File: config.mk
export PLATFORM = sky130hd
export DESIGN_NAME = digital_timer
export DESIGN_NICKNAME = d
export VERILOG_FILES = /design/src/logic/timer_pkg.sv /design/src/logic/display_pkg.sv /design/src/logic/time_bus_if.sv /design/src/logic/time_counter.sv /design/src/logic/clock_keeper.sv /design/src/logic/stopwatch.sv /design/src/logic/display_driver.sv /design/src/logic/digital_timer.sv
export SDC_FILE = /design/constraint.sdc
export NUM_CORES = 1
export LEC_CHECK = 0
export BUFFER_PORTS_ARGS = -buffer_cell sky130_fd_sc_hd__buf_4
export CAP_MARGIN = 20
export CORE_MARGIN = 2
export CORE_UTILIZATION = 30
export CTS_CLUSTER_DIAMETER = 50
export DETAILED_ROUTE_END_ITERATION = 12
export PLACE_DENSITY = 0.56
export SYNTH_ARGS = -nofsm -noshare
export SYNTH_HDL_FRONTEND = slang
export SYNTH_HIERARCHICAL = 1
export SYNTH_SLANG_ARGS = --single-unit
File: constraint.sdc
create_clock -name clk -period 7.8 [get_ports clk]
set_clock_uncertainty 0.1 [all_clocks]
set_input_delay 0.78 -clock clk [delete_from_list [all_inputs] [get_ports clk]]
set_output_delay 0.78 -clock clk [all_outputs]
set_load 0.05 [all_outputs]
File: src/logic/timer_pkg.sv
package timer_pkg;

    ////////////////////////////////////////////////////
    // time fields, plain binary
    ////////////////////////////////////////////////////

    typedef logic [6:0] hours_t;
    typedef logic [6:0] minutes_t;
    typedef logic [6:0] seconds_t;
    typedef logic [6:0] hundredths_t;

    // field moduli
    localparam hours_t      HOURS_PER_DAY         = 7'd24;
    localparam minutes_t    MINUTES_PER_HOUR      = 7'd60;
    localparam seconds_t    SECONDS_PER_MINUTE    = 7'd60;
    localparam hundredths_t HUNDREDTHS_PER_SECOND = 7'd100;

    ////////////////////////////////////////////////////
    // setting control
    ////////////////////////////////////////////////////

    // same encoding as the para_select switches
    typedef enum logic [1:0] {
        FIELD_NONE    = 2'b00,
        FIELD_SECONDS = 2'b01,
        FIELD_MINUTES = 2'b10,
        FIELD_HOURS   = 2'b11
    } setting_field_e;

    typedef enum logic [1:0] {
        SET_IDLE = 2'd0,   // free running
        SET_EDIT = 2'd1,   // counter stopped, field follows entry
        SET_HOLD = 2'd2    // value taken, wait for switches back at 00
    } set_state_e;

endpackage

File: src/logic/display_pkg.sv
package display_pkg;

    ////////////////////////////////////////////////////
    // display types
    ////////////////////////////////////////////////////

    typedef logic [3:0] digit_t;

    // active low, a..g in bits 0..6, point in bit 7
    typedef logic [7:0] segments_t;

    // bit 7 is position 0 (leftmost)
    typedef logic [7:0] digit_mask_t;

    typedef logic [2:0] scan_index_t;

    ////////////////////////////////////////////////////
    // constants
    ////////////////////////////////////////////////////

    localparam digit_t DIGIT_BLANK = 4'd15;

    // points after hours, minutes, seconds and at the far right
    localparam digit_mask_t POINT_MASK = 8'b0101_0101;

endpackage

File: src/logic/time_bus_if.sv
`timescale 1ns/100ps

// one time value, hours down to hundredths
interface time_bus_if;

    timer_pkg::hours_t      hours;
    timer_pkg::minutes_t    minutes;
    timer_pkg::seconds_t    seconds;
    timer_pkg::hundredths_t hundredths;

    modport source (
        output hours, minutes, seconds, hundredths
    );

    modport sink (
        input hours, minutes, seconds, hundredths
    );

endinterface

File: src/logic/time_counter.sv
`timescale 1ns/100ps

module time_counter (
    input  logic                      clk,
    input  logic                      reset,
    input  logic                      tick,
    input  logic                      run,
    input  logic                      clear,
    input  timer_pkg::setting_field_e load_field,
    input  timer_pkg::hours_t         load_value,
    time_bus_if.source                out
);

    timer_pkg::hours_t      hours;
    timer_pkg::minutes_t    minutes;
    timer_pkg::seconds_t    seconds;
    timer_pkg::hundredths_t hundredths;

    logic step;
    logic hund_wrap;
    logic sec_wrap;
    logic min_wrap;
    logic hour_wrap;

    assign step      = tick && run;
    assign hund_wrap = hundredths == timer_pkg::HUNDREDTHS_PER_SECOND - 7'd1;
    assign sec_wrap  = seconds == timer_pkg::SECONDS_PER_MINUTE - 7'd1;
    assign min_wrap  = minutes == timer_pkg::MINUTES_PER_HOUR - 7'd1;
    assign hour_wrap = hours == timer_pkg::HOURS_PER_DAY - 7'd1;

    // clear and load win over counting
    always_ff @(posedge clk) begin
        if (!reset || clear) begin
            hours      <= '0;
            minutes    <= '0;
            seconds    <= '0;
            hundredths <= '0;
        end else if (load_field != timer_pkg::FIELD_NONE) begin
            case (load_field)
                timer_pkg::FIELD_SECONDS: seconds <= load_value % timer_pkg::SECONDS_PER_MINUTE;
                timer_pkg::FIELD_MINUTES: minutes <= load_value % timer_pkg::MINUTES_PER_HOUR;
                timer_pkg::FIELD_HOURS:   hours   <= load_value % timer_pkg::HOURS_PER_DAY;
                default: ;
            endcase
        end else if (step) begin
            hundredths <= hund_wrap ? '0 : hundredths + 7'd1;
            if (hund_wrap) begin
                seconds <= sec_wrap ? '0 : seconds + 7'd1;
                if (sec_wrap) begin
                    minutes <= min_wrap ? '0 : minutes + 7'd1;
                    if (min_wrap) begin
                        hours <= hour_wrap ? '0 : hours + 7'd1;   // midnight
                    end
                end
            end
        end
    end

    assign out.hours      = hours;
    assign out.minutes    = minutes;
    assign out.seconds    = seconds;
    assign out.hundredths = hundredths;

    field_range: assert property (@(posedge clk) disable iff (!reset)
        hours < timer_pkg::HOURS_PER_DAY
        && minutes < timer_pkg::MINUTES_PER_HOUR
        && seconds < timer_pkg::SECONDS_PER_MINUTE
        && hundredths < timer_pkg::HUNDREDTHS_PER_SECOND);

endmodule

File: src/logic/clock_keeper.sv
`timescale 1ns/100ps

module clock_keeper (
    input  logic                      clk,
    input  logic                      reset,
    input  logic                      tick,
    input  logic                      edit_enable,
    input  logic                      read_para,
    input  timer_pkg::setting_field_e para_select,
    input  timer_pkg::hours_t         entry_value,
    output display_pkg::digit_mask_t  blink_mask,
    output logic                      chime,
    time_bus_if.source                now
);

    timer_pkg::set_state_e     state;
    timer_pkg::set_state_e     state_next;
    timer_pkg::setting_field_e load_field;
    logic                      editing;

    assign editing    = state == timer_pkg::SET_EDIT;
    assign load_field = editing ? para_select : timer_pkg::FIELD_NONE;

    //////////////////////////////////////////////////
    // setting FSM
    //////////////////////////////////////////////////

    always_ff @(posedge clk) begin
        if (!reset) begin
            state <= timer_pkg::SET_IDLE;
        end else begin
            state <= state_next;
        end
    end

    always_comb begin
        state_next = state;
        case (state)
            timer_pkg::SET_IDLE: begin
                if (edit_enable && para_select != timer_pkg::FIELD_NONE) begin
                    state_next = timer_pkg::SET_EDIT;
                end
            end
            timer_pkg::SET_EDIT: begin
                if (read_para) begin
                    state_next = timer_pkg::SET_HOLD;
                end else if (!edit_enable) begin
                    state_next = timer_pkg::SET_IDLE;   // left clock mode mid-edit
                end
            end
            timer_pkg::SET_HOLD: begin
                if (para_select == timer_pkg::FIELD_NONE) begin
                    state_next = timer_pkg::SET_IDLE;
                end
            end
            default: state_next = timer_pkg::SET_IDLE;
        endcase
    end

    // blink the field being edited
    always_comb begin
        blink_mask = '0;
        if (editing) begin
            case (para_select)
                timer_pkg::FIELD_HOURS:   blink_mask = 8'b1100_0000;
                timer_pkg::FIELD_MINUTES: blink_mask = 8'b0011_0000;
                timer_pkg::FIELD_SECONDS: blink_mask = 8'b0000_1100;
                default:                  blink_mask = 8'b1111_1111;
            endcase
        end
    end

    // beeps on even seconds at the top of the hour
    always_ff @(posedge clk) begin
        if (!reset) begin
            chime <= 1'b0;
        end else begin
            chime <= now.minutes == '0 && now.seconds < 7'd10 && !now.seconds[0];
        end
    end

    time_counter u_counter (
        .clk        (clk),
        .reset      (reset),
        .tick       (tick),
        .run        (!editing),
        .clear      (1'b0),
        .load_field (load_field),
        .load_value (entry_value),
        .out        (now)
    );

    read_to_hold: assert property (@(posedge clk) disable iff (!reset)
        (state == timer_pkg::SET_EDIT && read_para) |=> state == timer_pkg::SET_HOLD);

endmodule

File: src/logic/stopwatch.sv
`timescale 1ns/100ps

module stopwatch (
    input  logic       clk,
    input  logic       reset,
    input  logic       tick,
    input  logic       enable,
    input  logic       start_stop,
    input  logic       clear,
    time_bus_if.source now
);

    logic start_q;
    logic clear_q;
    logic running;
    logic start_rise;
    logic clear_rise;

    // button edges
    assign start_rise = start_stop && !start_q;
    assign clear_rise = clear && !clear_q;

    always_ff @(posedge clk) begin
        if (!reset) begin
            start_q <= 1'b0;
            clear_q <= 1'b0;
            running <= 1'b0;   // paused
        end else begin
            start_q <= start_stop;
            clear_q <= clear;
            if (enable && start_rise) begin
                running <= !running;
            end
        end
    end

    // keeps counting in the background
    time_counter u_counter (
        .clk        (clk),
        .reset      (reset),
        .tick       (tick),
        .run        (running),
        .clear      (clear_rise),
        .load_field (timer_pkg::FIELD_NONE),
        .load_value ('0),
        .out        (now)
    );

endmodule

File: src/logic/display_driver.sv
`timescale 1ns/100ps

module display_driver #(
    parameter int SCAN_TICKS  = 10_000,
    parameter int BLINK_TICKS = 50_000_000
) (
    input  logic                     clk,
    input  logic                     reset,
    input  logic                     time_format,
    input  display_pkg::digit_mask_t blink_mask,
    time_bus_if.sink                 shown,
    output logic                     afternoon,
    output display_pkg::segments_t   segs,
    output display_pkg::digit_mask_t an
);

    localparam int SCAN_W  = $clog2(SCAN_TICKS + 1);
    localparam int BLINK_W = $clog2(BLINK_TICKS + 1);

    logic [SCAN_W-1:0]         scan_count;
    logic [BLINK_W-1:0]        blink_count;
    logic                      blink_phase;
    display_pkg::scan_index_t  scan_index;
    display_pkg::scan_index_t  mask_bit;
    timer_pkg::hours_t         hours_shown;
    display_pkg::digit_t       digits [8];
    display_pkg::digit_t       digit_sel;

    function automatic display_pkg::digit_t tens(input logic [6:0] value);
        return display_pkg::digit_t'(value / 7'd10);
    endfunction

    function automatic display_pkg::digit_t units(input logic [6:0] value);
        return display_pkg::digit_t'(value % 7'd10);
    endfunction

    function automatic logic [6:0] decode(input display_pkg::digit_t digit);
        case (digit)
            4'd0:    return 7'b100_0000;
            4'd1:    return 7'b111_1001;
            4'd2:    return 7'b010_0100;
            4'd3:    return 7'b011_0000;
            4'd4:    return 7'b001_1001;
            4'd5:    return 7'b001_0010;
            4'd6:    return 7'b000_0010;
            4'd7:    return 7'b111_1000;
            4'd8:    return 7'b000_0000;
            4'd9:    return 7'b001_0000;
            default: return 7'b111_1111;   // blank, also 10..14
        endcase
    endfunction

    //////////////////////////////////////////////////
    // scan and blink timing
    //////////////////////////////////////////////////

    always_ff @(posedge clk) begin
        if (!reset) begin
            scan_count <= '0;
            scan_index <= '0;
        end else if (scan_count == SCAN_W'(SCAN_TICKS - 1)) begin
            scan_count <= '0;
            scan_index <= scan_index + 3'd1;
        end else begin
            scan_count <= scan_count + SCAN_W'(1);
        end
    end

    always_ff @(posedge clk) begin
        if (!reset) begin
            blink_count <= '0;
            blink_phase <= 1'b0;
        end else if (blink_count == BLINK_W'(BLINK_TICKS - 1)) begin
            blink_count <= '0;
            blink_phase <= !blink_phase;   // high = blanked half
        end else begin
            blink_count <= blink_count + BLINK_W'(1);
        end
    end

    //////////////////////////////////////////////////
    // digits
    //////////////////////////////////////////////////

    assign afternoon   = time_format && shown.hours > 7'd12;
    assign hours_shown = afternoon ? shown.hours - 7'd12 : shown.hours;

    always_comb begin
        digits[0] = tens(hours_shown);
        digits[1] = units(hours_shown);
        digits[2] = tens(shown.minutes);
        digits[3] = units(shown.minutes);
        digits[4] = tens(shown.seconds);
        digits[5] = units(shown.seconds);
        digits[6] = tens(shown.hundredths);
        digits[7] = units(shown.hundredths);
    end

    assign mask_bit  = ~scan_index;   // position p sits at bit 7 - p
    assign digit_sel = (blink_mask[mask_bit] && blink_phase) ? display_pkg::DIGIT_BLANK
                                                              : digits[scan_index];

    assign segs = {~display_pkg::POINT_MASK[mask_bit], decode(digit_sel)};
    assign an   = ~(8'b1000_0000 >> scan_index);

    an_one_low: assert property (@(posedge clk) disable iff (!reset) $onehot(~an));

endmodule

File: src/logic/digital_timer.sv
`timescale 1ns/100ps

module digital_timer #(
    parameter int TICKS_PER_HUNDREDTH = 1_000_000,
    parameter int SCAN_TICKS          = 10_000,
    parameter int BLINK_TICKS         = 50_000_000
) (
    input  logic       clk,
    input  logic       reset,
    input  logic       start_stop,
    input  logic       clear,
    input  logic       read_para,
    input  logic       time_format,
    input  logic       mode,          // 0 clock, 1 stopwatch
    input  logic [1:0] para_select,
    input  logic [3:0] data_h,
    input  logic [3:0] data_l,
    output logic       afternoon,
    output logic       chime,
    output logic [7:0] segs,
    output logic [7:0] an
);

    localparam int PRESCALE_W = $clog2(TICKS_PER_HUNDREDTH + 1);

    logic [PRESCALE_W-1:0]    prescale_count;
    logic                     hundredth_tick;
    logic [3:0]               digit_h;
    logic [3:0]               digit_l;
    timer_pkg::hours_t        entry_value;
    display_pkg::digit_mask_t clock_mask;
    display_pkg::digit_mask_t shown_mask;

    time_bus_if clock_time ();
    time_bus_if watch_time ();
    time_bus_if shown_time ();

    //////////////////////////////////////////////////
    // hundredth prescaler
    //////////////////////////////////////////////////

    assign hundredth_tick = prescale_count == PRESCALE_W'(TICKS_PER_HUNDREDTH - 1);

    always_ff @(posedge clk) begin
        if (!reset || hundredth_tick) begin
            prescale_count <= '0;
        end else begin
            prescale_count <= prescale_count + PRESCALE_W'(1);
        end
    end

    // bcd entry, digits above 9 read as 9
    assign digit_h     = (data_h > 4'd9) ? 4'd9 : data_h;
    assign digit_l     = (data_l > 4'd9) ? 4'd9 : data_l;
    assign entry_value = 7'd10 * {3'b000, digit_h} + {3'b000, digit_l};

    clock_keeper u_clock (
        .clk         (clk),
        .reset       (reset),
        .tick        (hundredth_tick),
        .edit_enable (!mode),
        .read_para   (read_para),
        .para_select (timer_pkg::setting_field_e'(para_select)),
        .entry_value (entry_value),
        .blink_mask  (clock_mask),
        .chime       (chime),
        .now         (clock_time)
    );

    stopwatch u_watch (
        .clk        (clk),
        .reset      (reset),
        .tick       (hundredth_tick),
        .enable     (mode),
        .start_stop (start_stop),
        .clear      (clear),
        .now        (watch_time)
    );

    // mode select
    assign shown_time.hours      = mode ? watch_time.hours      : clock_time.hours;
    assign shown_time.minutes    = mode ? watch_time.minutes    : clock_time.minutes;
    assign shown_time.seconds    = mode ? watch_time.seconds    : clock_time.seconds;
    assign shown_time.hundredths = mode ? watch_time.hundredths : clock_time.hundredths;
    assign shown_mask            = mode ? '0 : clock_mask;   // stopwatch never blinks

    display_driver #(
        .SCAN_TICKS  (SCAN_TICKS),
        .BLINK_TICKS (BLINK_TICKS)
    ) u_display (
        .clk         (clk),
        .reset       (reset),
        .time_format (time_format),
        .blink_mask  (shown_mask),
        .shown       (shown_time),
        .afternoon   (afternoon),
        .segs        (segs),
        .an          (an)
    );

endmodule

# After elaboration in Yosys (flattened, before gate mapping)
# Memories as Yosys holds them, arrays and structs flattened.
# Cells that the tools add are included.
totals:
  reg_bits: 126
  rom_bits: 120
  memories: 2
classes:
  add_sub_neg: 14
  n_mul: 1
  div_mod_pow: 10
  order_cmp: 6
  eq_ne: 25
  n_shift: 1
  mux: 46
  bitwise_logic: 6
  reduce_logical: 39
mem_list:
  columns: ["memory", "words", "width", "read_ports", "rd_clocked_by_memory_dff", "wr", "line_no", "text"]
  rows:
  - ["(name not given)", 16, 7, 1, 0, 0, "display_driver.sv:38", "case (digit)"]
  - ["(name not given)", 8, 1, 1, 0, 0, "display_driver.sv:103", "assign segs = {~display_pkg::POINT_MASK[mask_bit], decode(digit_sel)};"]
op_table:
  columns: ["operator", "n"]
  rows:
  - ["$mux 7", 28]
  - ["$add 7x1->7 const B", 8]
  - ["$div 7x4->7 const B", 4]
  - ["$eq 7x6->1 const B", 4]
  - ["$mod 7x4->7 const B", 4]
  - ["$add 26x1->26 const B", 1]
  - ["$eq 26x26->1 const B", 1]
  - ["$pmux 8 s3", 1]
  - ["$add 20x1->20 const B", 1]
  - ["$eq 20x20->1 const B", 1]
  - ["$mux 4", 5]
  - ["$mux 8", 2]
  - ["$add 14x1->14 const B", 1]
  - ["$eq 14x14->1 const B", 1]
  - ["$eq 7x5->1 const B", 2]
  - ["$eq 7x7->1 const B", 2]
  - ["$bmux 4 s3", 1]
  - ["$reduce_bool 2->1", 6]
  - ["$eq 2x2->1 const B", 5]
  - ["$logic_and 1x1->1", 10]
  - ["$mux 2", 5]
  - ["$ne 2x1->1 const B", 5]
  - ["$reduce_and 3->1", 3]
  - ["$gt 4x4->1 const B", 2]
  - ["28 further kinds", 45]

# Logic depth before layout (Yosys ltp)
# Gate-level depths: netlist of run 1.
# An unclocked memory read counts as a cell.
depth:
  ltp_word: 10
  depth_mapped: 24

# By module
# The synthesis of run 1 kept the hierarchy.
modules_own_cells:
  columns: ["mod", "instances", "cells_per_inst", "area_per_inst_um2"]
  rows:
  - ["display_driver", 1, 625, 4571.9]
  - ["time_counter at u_clock.u_counter", 1, 263, 2014.4]
  - ["time_counter at u_watch.u_counter", 1, 249, 1943.1]
  - ["digital_timer", 1, 179, 1636.6]
  - ["clock_keeper", 1, 35, 274.0]
  - ["stopwatch", 1, 11, 110.1]

# Worst setup path after synthesis of run 1
# OpenSTA, ideal clock, no wires.
synth_path:
  path_type: "in2out"
  startpoint: "input mode"
  endpoint: "output segs[3]"
  arrival_time_ns: 6.293
  t_required_ns: 6.920
  setup_slack_ns: 0.627
  path_stages: 23
  path_buffers: 5
  cell_sequence: "clkbuf_1 > clkbuf_1 > mux2_2 > buf_2 > clkbuf_1 > nor3b_1 > o22ai_1 > a31o_2 > xnor2_1 > ha_1 > clkbuf_1 > nor2b_1 > a21oi_1 > a31o_2 > a211oi_1 > xnor2_1 > o22ai_1 > o22ai_1 > a31o_2 > nand2_1 > ha_1 > nor3_1 > a211oi_1"
synth_between:
  elab_cells_between_ends: 25
synth_lines:
  columns: ["item", "line_no", "text"]
  rows:
  - ["start, declared", "digital_timer.sv:14", "input logic mode,"]
  - ["$mux 7 *", "digital_timer.sv:83", "assign shown_time.seconds = mode ? watch_time.seconds : clock_time.seconds;"]
  - ["net shown_time.seconds[3]", "time_bus_if.sv:8", "timer_pkg::seconds_t seconds;"]
  - ["$mod 7x4->7 or $div 7x4->7 (tied branches)", "display_driver.sv:34, display_driver.sv:30", null]
  - ["$bmux 4 s3 *", "display_driver.sv:101", ": digits[scan_index];"]
  - ["$mux 4 (not written as such) * (2 in series)", "display_driver.sv:101", null]
  - ["$mux 4 *", "display_driver.sv:100", "assign digit_sel = (blink_mask[mask_bit] && blink_phase) ? display_pkg::DIGIT_BLANK"]
  - ["$mem_v2 16x7 *", null, null]
  - ["end, declared", "digital_timer.sv:20", "output logic [7:0] segs,"]
# Mark *: on every way through the listed nets, which the timed path passes. The rest lies on a longest branch. The select of a mux whose other input is x is not followed.

# Worst setup path in the final report of run 1
layout_path:
  startpoint: "input mode"
  endpoint: "output segs[3]"
layout_between:
  elab_cells_between_ends: 25
layout_lines:
  columns: ["item", "line_no", "text"]
  rows:
  - ["$mux 7 *", "digital_timer.sv:84", "assign shown_time.hundredths = mode ? watch_time.hundredths : clock_time.hundredths;"]
  - ["net shown_time.hundredths[5]", "time_bus_if.sv:9", "timer_pkg::hundredths_t hundredths;"]
  - ["$mod 7x4->7 or $div 7x4->7 (tied branches)", "display_driver.sv:34, display_driver.sv:30", null]
  - ["$bmux 4 s3 *", "display_driver.sv:101", null]
  - ["$mux 4 (not written as such) * (2 in series)", "display_driver.sv:101", null]
  - ["$mux 4 *", "display_driver.sv:100", null]
  - ["$mem_v2 16x7 *", null, null]
# Marks and branches as above.

==> qor.yml, run 1 <==
outcome:
  status: "completed"
cells_and_area:
  area_delta_synth_final_pct: 11.6
  final_nets: 1443
  layout-drive-gt1-share_pct: 12.6
  fin_cells: 1851
  finish.utilization_pct: 34.0
  antenna_cells_inserted: 0
logic_synthesis:
  postSynth.asyncResetShare_pct: 0
  synth.largest_area_cell: "sky130_fd_sc_hd__dfxtp_1"
  synth_edf_count: 0
  avgSynthCellArea_sq_um: 7.75
  seq_area_frac_synth_pct: 23.9
  ys.flop_type: "sky130_fd_sc_hd__dfxtp_1"
  gate_count_after_technology_mapping: 1362
  synth.ff_latch_count: 126
  synthesis.area_sq_um: 10600
  netlist-cell-type-count: 113
  post-synth-top-area-fraction_pct: 23.9
  ys_warn_count: 6
  synthTopCellsByArea: "sky130_fd_sc_hd__dfxtp_1, sky130_fd_sc_hd__nor2_1, sky130_fd_sc_hd__ha_1, sky130_fd_sc_hd__o21ai_0, sky130_fd_sc_hd__a21oi_1"
placed_design:
  gp_congestion: 0.857
  hpwlAfterDp_microns: 20500
  placement.io_buffers: 34
  dpl.cell_count: 1819
routing:
  vias_after_detailed_routing: 10100
  wire_per_inst_microns: 15.1
  totalWireLength_microns: 28000
  drcViolationCount: 0
  drt_pre_antenna_iters: 5
  initialDrtViolationCount: 830
  antenna_left: 0
  routed_via_density: 5.46
power:
  clock_power_share_pct: 45.8
  total_switching_power_mw: 0.510
  power_share_of_the_combinational_group_pct: 14.7
  vdd_ir_drop_max_v: 0.0000941
  design_internal_power_mw: 1.17
  power_density_nw_per_um2: 143
  power.static_leakage_nw: 4.03
  seq_power_share_pct: 39.5
  switching_share_of_power_pct: 30.3
die:
  io_pins: 35
  initial_core_util_pct: 30.5
  core-area_sq_um: 34600
  die_y_microns: 192
  floorplan.die_area_sq_um: 36700
  die_width_microns: 192
  num_rows: 68
global_routing:
  grt_antenna_before_repair: 0
  use_met3_pct: 2.09
  first_pass_grt_wire_length_microns: 46300
  grt_overflow_total: 0
  grt_start_max_net_pins: 39
  grt_usage_pct: 15.2
  vias_in_the_first_global_route: 9276
  gr-max-usage-layer: "met2"
  groute.layer.met2.usage_pct: 24.7
  groute.layer.met1.usage_pct: 20.4
worst_setup_path:
  setup.worst_path.start: "mode"
  critPathRequiredTime_ns: 6.92
  rr_startpoint: "prescale_count[0]"
  reg2reg_to: "u_watch/u_counter/out.hours[2]"
  worstSetupPathType: "in2out"
  crit_path_max_fanout: 38
  crit_path_end_kind: "primary output"
  worstSetupStartpointType: "input port"
  regToRegSetupSlack_ns: 4.26
  r2r.worst_path.cells: 10
  timing.critical_path.to: "segs[3]"
  cp_data_arrival_time_ns: 5.76
cts:
  clock-root-buffer: "sky130_fd_sc_hd__clkbuf_16"
  cts_hold_buffers: 0
  clock_sink_count: 126
  path_clk_slew_ns: 0.06
  number_of_buffers_created_by_cts: 17
  tritoncts_clock_tree: "yes"
  cts_post_setup_buffers_inserted: 0
  htree_num_levels: 4
  clk_latency_ns: 0.42
  cts_max_path_buffers: 2
  cts_resized: 0
hold_path:
  hold_path.class: "reg2reg"
timing:
  totalNegativeSetupSlack_ns: 0
  finalHoldViolations: 0
  finalSetupViolations: 0
  maxClockFrequency_mhz: 151
  actual_transition_at_the_worst_max_transition_pin_ns: 1.02
  finalWorstPathRequiredPeriod_ns: 6.64
  final_min_period_over_clock_period_pct: 85.2
  final_max_slew_viol_count: 0
  final.hold.worst_slack_ns: 0.359
  rsz0062_at_grt: "false"
  slew-limit-headroom_pct: 31.7
run:
  drv.max_cap_violation_count: 0
sequential cells by signal, indices dropped and copies added, names as in the netlist:
register,count
u_clock/state,2
u_watch/u_counter/out.hours,7
u_display/blink_count,26
u_display/blink_phase,1
u_watch/start_q,1
u_watch/clear_q,1
u_watch/u_counter/out.hundredths,7
u_watch/u_counter/out.seconds,7
u_clock/u_counter/out.minutes,7
prescale_count,20
u_display/scan_count,14
u_clock/u_counter/out.hundredths,7
u_clock/chime,1
u_clock/u_counter/out.seconds,7
u_clock/u_counter/out.hours,7
u_watch/u_counter/out.minutes,7
u_display/scan_index,3
u_watch/running,1
cell type report:
class,count,area (sq um)
Fill cell,3616,22800
Multi-Input combinational cell,1148,7620
Sequential cell,126,2520
Tap cell,455,569
Clock buffer,17,425
Timing Repair Buffer,43,320
Inverter,47,176
Clock inverter,15,148
metrics by stage:
| stage | setup WS, ns | total power, mW | area (sq um) |
|---|---|---|---|
| final | 1.16 | 1.68 | 11800 |
| after global routing | 0.687 | 1.76 | 11800 |
| after CTS | 1.16 | 1.69 | 11800 |
| after detailed placement | 1.17 | 0.916 | 11200 |
| after global placement | 1.34 | 0.912 | 11200 |
| after floorplan | 0.627 | 0.864 | 10700 |
routing by layer:
layer	vias up	wire length [microns]
met5	-	0
met4	0	681
met3	41	1300
met2	292	13000
met1	4749	13000
li1	5026	-
cells in the final DEF, fill, tap and decap left out, drive strengths merged, types with 26 or more instances in the layout:
cell type / count
a21oi: 77
buf: 43
conb: 41
dfxtp: 126
ha: 41
inv: 55
mux2: 31
nand2: 94
nand2b: 34
nand3: 45
nand4: 26
nor2: 155
nor2b: 36
nor3: 35
o21ai: 94
xnor2: 39
xor2: 39
power by group through the flow:
stage	clock, mW	combinational [mW]	sequential [mW]
after floorplan	0	0.188	0.677
after global placement	0	0.234	0.678
after detailed placement	0	0.238	0.678
after CTS	0.792	0.239	0.663
after global routing	0.816	0.276	0.665
final	0.770	0.247	0.664
worst min-delay path by stage:
stage | end | slack [ns] | cells after the start | start
2_1_floorplan | u_display/scan_count[0] | 0.32 | 1 | u_display/scan_count[0]
3_3_place_gp | prescale_count[0] | 0.34 | 1 | prescale_count[0]
3_5_place_dp | prescale_count[0] | 0.35 | 1 | prescale_count[0]
4_1_cts | prescale_count[0] | 0.36 | 1 | prescale_count[0]
5_1_grt | prescale_count[0] | 0.39 | 1 | prescale_count[0]
6_report | prescale_count[0] | 0.36 | 1 | prescale_count[0]
cells in the mapped netlist (all sizes together) (13+ instances only):
master,number
nand2b,34
xor2,39
o21ai,94
nand3b,14
dfxtp,126
ha,41
clkbuf,51
o22ai,13
a211oi,14
mux2i,13
nand2,94
mux2,31
inv,47
nor2,155
o211ai,15
a21oi,77
xnor2,39
nor3,35
nand3,45
nor4,17
nor3b,15
or3,20
nand4,26
and3,15
and2,16
nor2b,36
buf,29
logic make-up (layout without fill, tap and decap cells):
| family | Yosys count | count (layout) | share of synthesized area (%) |
|---|---|---|---|
| adders and majority gates | 46 | 46 | 5.53 |
| AOI/OAI and AO/OA | 356 | 356 | 23.5 |
| and+or+nand+nor | 581 | 581 | 30.3 |
| muxes | 46 | 46 | 4.97 |
| DFF | 126 | 126 | 23.9 |
| buffers and inverters | 127 | 122 | 5.28 |
| xor gates and xnor gates | 78 | 78 | 6.48 |
| other | 2 | 41 | 0.0712 |
worst max-delay path: stages:
cell and delay, ns:
sky130_fd_sc_hd__buf_4 0.39, sky130_fd_sc_hd__mux2_2 0.40, sky130_fd_sc_hd__inv_1 0.16, sky130_fd_sc_hd__maj3_1 0.37, sky130_fd_sc_hd__a221oi_1 0.44, sky130_fd_sc_hd__xnor2_1 0.15
sky130_fd_sc_hd__ha_1 0.35, sky130_fd_sc_hd__or2_2 0.34, sky130_fd_sc_hd__a2111oi_0 0.48, sky130_fd_sc_hd__a311oi_1 0.10, sky130_fd_sc_hd__o211ai_1 0.21, sky130_fd_sc_hd__xnor2_1 0.17
sky130_fd_sc_hd__o21ai_0 0.10, sky130_fd_sc_hd__o22ai_1 0.22, sky130_fd_sc_hd__a31o_2 0.21, sky130_fd_sc_hd__nand2_1 0.12, sky130_fd_sc_hd__ha_1 0.30, sky130_fd_sc_hd__nor3_1 0.05
sky130_fd_sc_hd__a211oi_1 0.19, sky130_fd_sc_hd__buf_4 0.23
No activity file was read; power rests on OpenSTA's default activity.
==> run 2, diff against run 1 <==
PLACE_DENSITY = 0.57   (was 0.56)
SYNTH_HIERARCHICAL = default   (was 1)
==> run 2 against run 1 <==
Net effect:
- combinational power fell by 23%
- die area is 8.9% lower
- worst setup slack got worse by 0.77 ns
- first-iteration DRC count shrank 38%
- via count fell by 12%
- maximum frequency down 10%
- register-to-register slack got worse by 0.42 ns
- non-clock buffer count grew 6
- final cell count decreased by 10%
- sequential share of layout area grew 1.7 points
==> qor.yml, run 2 <==
outcome:
  status: "completed"
logic_synthesis:
  synth_edf_count: 0  # unchanged
  avgSynthCellArea_sq_um: 7.84  # +1.2%
  synth.largest_area_cell: "sky130_fd_sc_hd__dfxtp_1"
  netlist-cell-type-count: 103  # -8.8%
  synthesis.area_sq_um: 9590  # -9.1%
  ys.flop_type: "sky130_fd_sc_hd__dfxtp_1"
  postSynth.asyncResetShare_pct: 0  # unchanged
  yosys-top-cells-count: "sky130_fd_sc_hd__nor2_1, sky130_fd_sc_hd__dfxtp_1, sky130_fd_sc_hd__nand2_1"
  seq_area_frac_synth_pct: 26.3  # +2.4 points
  synthTopCellsByArea: "sky130_fd_sc_hd__dfxtp_1, sky130_fd_sc_hd__nor2_1, sky130_fd_sc_hd__ha_1, sky130_fd_sc_hd__xor2_1, sky130_fd_sc_hd__o21ai_0"
  gate_count_after_technology_mapping: 1223  # -10%
  synth.net_count: 1287
  yosysMostFrequentCell: "sky130_fd_sc_hd__nor2_1"
  post-synth-top-area-fraction_pct: 26.3  # +2.4 points
  ys_warn_count: 0  # -6
  synth.ff_latch_count: 126  # unchanged
cts:
  clk_latency_ns: 0.43  # about the same
  number_of_buffers_created_by_cts: 17  # unchanged
  clock_sink_count: 126  # unchanged
  path_clk_slew_ns: 0.06  # about the same
  clock-root-buffer: "sky130_fd_sc_hd__clkbuf_16"
  htree_num_levels: 4  # unchanged
  tritoncts_clock_tree: "yes"
  cts_max_path_buffers: 2  # unchanged
  cts_hold_buffers: 0  # unchanged
timing:
  slew-limit-headroom_pct: 32.8  # +1.1 points
  final_max_slew_viol_count: 0  # unchanged
  finalWorstPathRequiredPeriod_ns: 7.41  # +0.769 ns
  final_min_period_over_clock_period_pct: 95.0  # +9.9 points
  finalSetupViolations: 0  # unchanged
  final_worst_setup_slack_ns: 0.389  # -0.769 ns
  actual_transition_at_the_worst_max_transition_pin_ns: 1.01  # -0.0137 ns
  maxClockFrequency_mhz: 135  # -10%
  finalHoldViolations: 0  # unchanged
hold_path:
  hold_path.class: "reg2reg"
die:
  initial_core_util_pct: 30.5  # about the same
  die_y_microns: 183  # -4.6%
  num_rows: 65  # -4.4%
  die_width_microns: 183  # -4.6%
  core-area_sq_um: 31500  # -9.1%
  floorplan.die_area_sq_um: 33400  # -8.9%
  io_pins: 35  # unchanged
worst_setup_path:
  worstSetupPathType: "in2out"
  cpPeakStageDelay_ns: 0.47  # about the same
  critPathSlowestCell: "sky130_fd_sc_hd__a2111o_1"
  crit_path_max_fanout: 29  # -24%
  critPathBufInv: 5  # +2
  worstSetupStartpointType: "input port"
  regToRegSetupSlack_ns: 3.84  # -0.42 ns
  family_of_cells_with_the_greatest_summed_delay_on_the_critical_path: "compound AO/OA/AOI/OAI gates"
  cp_common_cell: "sky130_fd_sc_hd__ha_1"
  critPathRequiredTime_ns: 6.92  # about the same
  cp_data_arrival_time_ns: 6.53  # +0.77 ns
  crit_path_end_kind: "primary output"
global_routing:
  grt_usage_pct: 14.9  # -0.27 points
  grt_overflow_total: 0  # unchanged
  vias_in_the_first_global_route: 8342  # -10%
  grt_start_max_net_pins: 30  # -23%
  grt_antenna_before_repair: 0  # unchanged
  first_pass_grt_wire_length_microns: 41400  # -10%
routing:
  drcViolationCount: 0  # unchanged
  vias_after_detailed_routing: 8882  # -12%
  initialDrtViolationCount: 517  # -38%
  antenna_left: 0  # unchanged
  wire_per_inst_microns: 14.7  # -2.8%
  drt_pre_antenna_iters: 5  # unchanged
  totalWireLength_microns: 24400  # -13%
  routed_via_density: 5.35  # -2.0%
power:
  power_density_nw_per_um2: 156  # +9.6%
  total_power_mw: 1.71  # +1.6%
  power.static_leakage_nw: 4.09  # +1.5%
  vdd_ir_drop_max_v: 0.000119  # +27%
cells_and_area:
  layout-drive-gt1-share_pct: 11.4  # -1.2 points
  finish.instance_area_sq_um: 10900  # -7.3%
  seqCellArea_sq_um: 2520  # about the same
  antenna_cells_inserted: 0  # unchanged
  combined_area_of_the_multi_input_logic_cells_sq_um: 6740  # -12%
  largestRegisters: "u_display.blink_count x26, prescale_count x20, u_display.scan_count x14"
  area_delta_synth_final_pct: 13.8
  registers.top_by_ff_count: "u_display.blink_count"
  finish.utilization_pct: 34.7  # +0.67 points
  fin_cells: 1659  # -10%
  highest_count_cells_in_the_layout_ignoring_fill_and_taps: "sky130_fd_sc_hd__nor2_1, sky130_fd_sc_hd__dfxtp_1, sky130_fd_sc_hd__nand2_1, sky130_fd_sc_hd__o21ai_0, sky130_fd_sc_hd__xor2_1"
  max_reg_flops: 26  # unchanged
  layout_commonest_cell: "sky130_fd_sc_hd__nor2_1"
  final_nets: 1308  # -9.4%
  num-fill-cells: 3211  # -11%
placed_design:
  placement.io_buffers: 34  # unchanged
  dpl.cell_count: 1626  # -11%
  hpwlAfterDp_microns: 17900  # -13%
  dpl-instance-area_sq_um: 10200  # -8.6%
  gp_congestion: 0.846  # -1.2%
  pre_cts_ws_ns: 0.251  # -0.921 ns
run:
  drv.max_cap_violation_count: 0  # unchanged
==> run 2: cell types whose count changed after synthesis, moves of 12 or more <==
cell	delta
sky130_fd_sc_hd__a21oi_1	-21
sky130_fd_sc_hd__and3_1	+12
sky130_fd_sc_hd__clkbuf_1	-20
sky130_fd_sc_hd__inv_1	-12
sky130_fd_sc_hd__mux2_2	-20
sky130_fd_sc_hd__mux2i_1	+21
sky130_fd_sc_hd__nand2b_1	-24
sky130_fd_sc_hd__nor2_1	+33
sky130_fd_sc_hd__nor2b_1	-24
sky130_fd_sc_hd__xor2_1	+22
==> run 2: worst paths after layout <==
check,start,end,depth (start not counted)
min reg2reg,u_display.scan_count[0],u_display.scan_count[0],1
min,u_display.scan_count[0],u_display.scan_count[0],1
max reg2reg,prescale_count[0],u_watch.u_counter.out.hours[6],12
max,mode,segs[3],28
==> run 2: repair_timing <==
action / 4_1_cts / 5_1_grt
endpoints found under the setup margin: 0 / 7
gates resized for setup: 0 / 10
buffers inserted: 0 / 1
==> run 2: cells by family (layout without fill, tap and decap cells) <==
logic type,after synthesis,after routing,share of synthesized area (%)
adders and majority gates,47,47,6.21
and+or+nand+nor,532,532,28.5
DFF,126,126,26.3
buffers and inverters,87,121,3.91
muxes,46,46,5.02
AOI/OAI and AO/OA,283,283,20.4
xor gates and xnor gates,102,102,9.59
==> run 2: through the flow <==
stage,setup TNS [ns],hold WS [ns]
after global placement,0,0.346
after global routing,-0.0251,0.403
final,0,0.364
after CTS,0,0.369
after floorplan,0,0.330
after detailed placement,0,0.355
==> run 2: layout make-up <==
cell class,count,share of cell area (%)
inverter,40,1.40
clock buffer,17,3.90
clock inverter,15,1.83
multi-input combinational,1010,61.7
timing repair buffer,49,3.40
sequential,126,23.1
tap,402,4.61
==> run 2: layer usage <==
layer	vias up	global-route usage [%]	wire [microns]
met1	4150	19.4	11600
met5	-	0	0
met3	37	2.84	977
met2	180	24.4	11100
met4	0	5.98	636
li1	4515	-	-
==> run 2: where the power goes <==
| part | internal, mW | total (mW) | switching (mW) | leakage (nW) |
|---|---|---|---|---|
| registers | 0.651 | 0.660 | 0.00873 | 1.02 |
| clock network | 0.515 | 0.857 | 0.342 | 0.301 |
| logic | 0.0690 | 0.189 | 0.120 | 2.77 |
==> run 3, diff against run 2 <==
REMOVE_ABC_BUFFERS = 1   (was default)
==> run 3 against run 2 <==
Net effect:
- first-iteration DRC count grew 3.5%
- power shrank 3.3%
- worst setup slack worse by 0.0035 ns
- final cell count stayed put
- sequential power hardly changed
- register-to-register slack worse by 0.37 ns
==> qor.yml, run 3 (synthesis results as in run 2) <==
power:
  seq_power_share_pct: 40.0  # +1.3 points
  power.static_leakage_nw: 4.08  # -0.26%
  switching_share_of_power_pct: 25.3  # -2.4 points
  total_switching_power_mw: 0.417  # -12%
  vdd_ir_drop_max_v: 0.000143  # +20%
  power_share_of_the_combinational_group_pct: 11.4  # +0.3 points
  power_density_nw_per_um2: 152  # -2.8%
  design_internal_power_mw: 1.23  # -0.11%
  clock_power_share_pct: 48.6  # -1.6 points
timing:
  final_min_period_over_clock_period_pct: 95.1  # about the same
  actual_transition_at_the_worst_max_transition_pin_ns: 0.964  # -0.0427 ns
  maxClockFrequency_mhz: 135  # about the same
  final_max_slew_viol_count: 0  # unchanged
  slew-limit-headroom_pct: 35.2  # +2.4 points
  finalHoldViolations: 0  # unchanged
  rsz0062_at_grt: "false"
  final_worst_setup_slack_ns: 0.386  # -0.00354 ns
  finalSetupViolations: 0  # unchanged
  finalWorstPathRequiredPeriod_ns: 7.41  # +0.00354 ns
  totalNegativeSetupSlack_ns: 0  # unchanged
die:
  io_pins: 35  # unchanged
  die_width_microns: 183  # unchanged
  num_rows: 65  # unchanged
  die_y_microns: 183  # unchanged
  floorplan.die_area_sq_um: 33400  # unchanged
  core-area_sq_um: 31500  # unchanged
  initial_core_util_pct: 30.5  # unchanged
global_routing:
  first_pass_grt_wire_length_microns: 41700  # +0.56%
  vias_in_the_first_global_route: 8367  # +0.30%
  grt_overflow_total: 0  # unchanged
  grt_antenna_before_repair: 0  # unchanged
  grt_usage_pct: 15.0  # +0.11 points
  grt_start_max_net_pins: 28  # -6.7%
hold_path:
  min_delay_path_depth: 1  # unchanged
  hold_path.class: "reg2reg"
  worst_hold_startpoint: "prescale_count[0]"
worst_setup_path:
  cp_common_cell: "sky130_fd_sc_hd__ha_1"
  cp_data_arrival_time_ns: 6.53  # about the same
  cpPeakStageDelay_ns: 0.47  # about the same
  rr_startpoint: "prescale_count[0]"
  critPathRequiredTime_ns: 6.92  # about the same
  worstSetupPathType: "in2out"
  worstSetupStartpointType: "input port"
  crit_path_end_kind: "primary output"
  crit_path_max_fanout: 13  # -55%
  setup.worst_path.start: "mode"
  r2r.worst_path.cells: 11  # -1
  regToRegSetupSlack_ns: 3.47  # -0.37 ns
  critPathSlowestCell: "sky130_fd_sc_hd__a221oi_2"
cts:
  htree_num_levels: 4  # unchanged
  clock_sink_count: 126  # unchanged
  cts_hold_buffers: 0  # unchanged
  clock-root-buffer: "sky130_fd_sc_hd__clkbuf_16"
  path_clk_slew_ns: 0.06  # about the same
  number_of_buffers_created_by_cts: 17  # unchanged
  clk_latency_ns: 0.42  # about the same
  tritoncts_clock_tree: "yes"
  cts_max_path_buffers: 2  # unchanged
run:
  drv.max_cap_violation_count: 0  # unchanged
cells_and_area:
  largestRegisters: "u_display.blink_count x26, prescale_count x20, u_display.scan_count x14"
  area_delta_synth_final_pct: 13.3
  max_reg_flops: 26  # unchanged
  num-fill-cells: 3235  # +0.75%
  finish.instance_area_sq_um: 10900  # -0.47%
  antenna_cells_inserted: 0  # unchanged
  seqCellArea_sq_um: 2520  # unchanged
  highest_count_cells_in_the_layout_ignoring_fill_and_taps: "sky130_fd_sc_hd__nor2_1, sky130_fd_sc_hd__dfxtp_1, sky130_fd_sc_hd__nand2_1, sky130_fd_sc_hd__o21ai_0, sky130_fd_sc_hd__xor2_1"
  final_nets: 1308  # unchanged
  layout_commonest_cell: "sky130_fd_sc_hd__nor2_1"
  combined_area_of_the_multi_input_logic_cells_sq_um: 6710  # -0.46%
  layout-drive-gt1-share_pct: 10.7  # -0.72 points
  registers.top_by_ff_count: "u_display.blink_count"
routing:
  drcViolationCount: 0  # unchanged
  routed_via_density: 5.37  # +0.24%
  wire_per_inst_microns: 14.9  # +1.3%
  antenna_left: 0  # unchanged
  totalWireLength_microns: 24700  # +1.3%
  drt_pre_antenna_iters: 5  # unchanged
  vias_after_detailed_routing: 8903  # +0.24%
  initialDrtViolationCount: 535  # +3.5%
placed_design:
  pre_cts_ws_ns: 0.258  # +0.00638 ns
  placement.io_buffers: 34  # unchanged
  hpwlAfterDp_microns: 18400  # +2.7%
  gp_congestion: 0.898  # +6.1%
  dpl-instance-area_sq_um: 10200  # -0.22%
outcome:
  status: "completed"
-- run 3: cell count changes in the layout (fill, tap and decap cells not counted), moves of 2 or more --
cell / before / now
sky130_fd_sc_hd__mux2i_1: 31 / 33
sky130_fd_sc_hd__mux2i_2: 4 / 2
sky130_fd_sc_hd__inv_6: 5 / 1
sky130_fd_sc_hd__clkbuf_8: 0 / 5
sky130_fd_sc_hd__inv_8: 3 / 0
sky130_fd_sc_hd__clkbuf_1: 0 / 2
sky130_fd_sc_hd__clkinv_2: 0 / 2
-- run 3: worst max-delay path: cells and delay by family --
family | cells | cell delay (ns)
AOI/OAI and AO/OA | 13 | 3.27
adders and majority gates | 4 | 0.93
buffers and inverters | 4 | 0.53
and+or+nand+nor | 5 | 0.53
xor gates and xnor gates | 3 | 0.48
-- run 3: repair_timing --
item / CTS / global route
gates resized for setup: 0 / 5
buffers inserted: 0 / 2
endpoints found under the setup margin: 0 / 7
-- run 3: layout make-up --
| type | instances | share of cell area, % |
|---|---|---|
| multi-input cells | 1010 | 61.7 |
| well taps | 402 | 4.63 |
| clock buffers | 24 | 4.62 |
| inverters | 40 | 1.41 |
| flip-flops and latches | 126 | 23.2 |
| clock inverters | 8 | 0.956 |
| repair buffers | 49 | 3.42 |
-- run 3: metal layers --
| layer | GRT usage [%] | part of all wire [%] | vias to the layer above |
|---|---|---|---|
| met5 | 0 | 0 | - |
| met4 | 4.61 | 1.6 | 0 |
| met3 | 2.18 | 3.0 | 31 |
| met2 | 25.6 | 48 | 153 |
| met1 | 19.7 | 48 | 4212 |
| li1 | - | - | 4507 |
-- run 3: worst paths after layout --
kind	end
min reg2reg	prescale_count[0]
min	prescale_count[0]
max reg2reg	u_watch.u_counter.out.hours[5]
max	segs[3]
-- run 3: per-stage QoR --
step	hold WS, ns	cells	power, mW	utilization (%)
after floorplan	0.330	1176	0.803	-
after global placement	0.349	1625	0.859	32.5
after detailed placement	0.356	1625	0.861	32.5
after CTS	0.367	1657	1.67	34.4
after global routing	0.380	1659	1.73	34.5
final	0.362	1659	1.65	34.5
-- run 3: power groups by stage --
stage	Sequential, mW	Combinational, mW	Clock (mW)
after floorplan	0.674	0.129	0
after global placement	0.674	0.185	0
after detailed placement	0.674	0.187	0
after CTS	0.660	0.188	0.824
after global routing	0.662	0.213	0.852
final	0.660	0.187	0.803
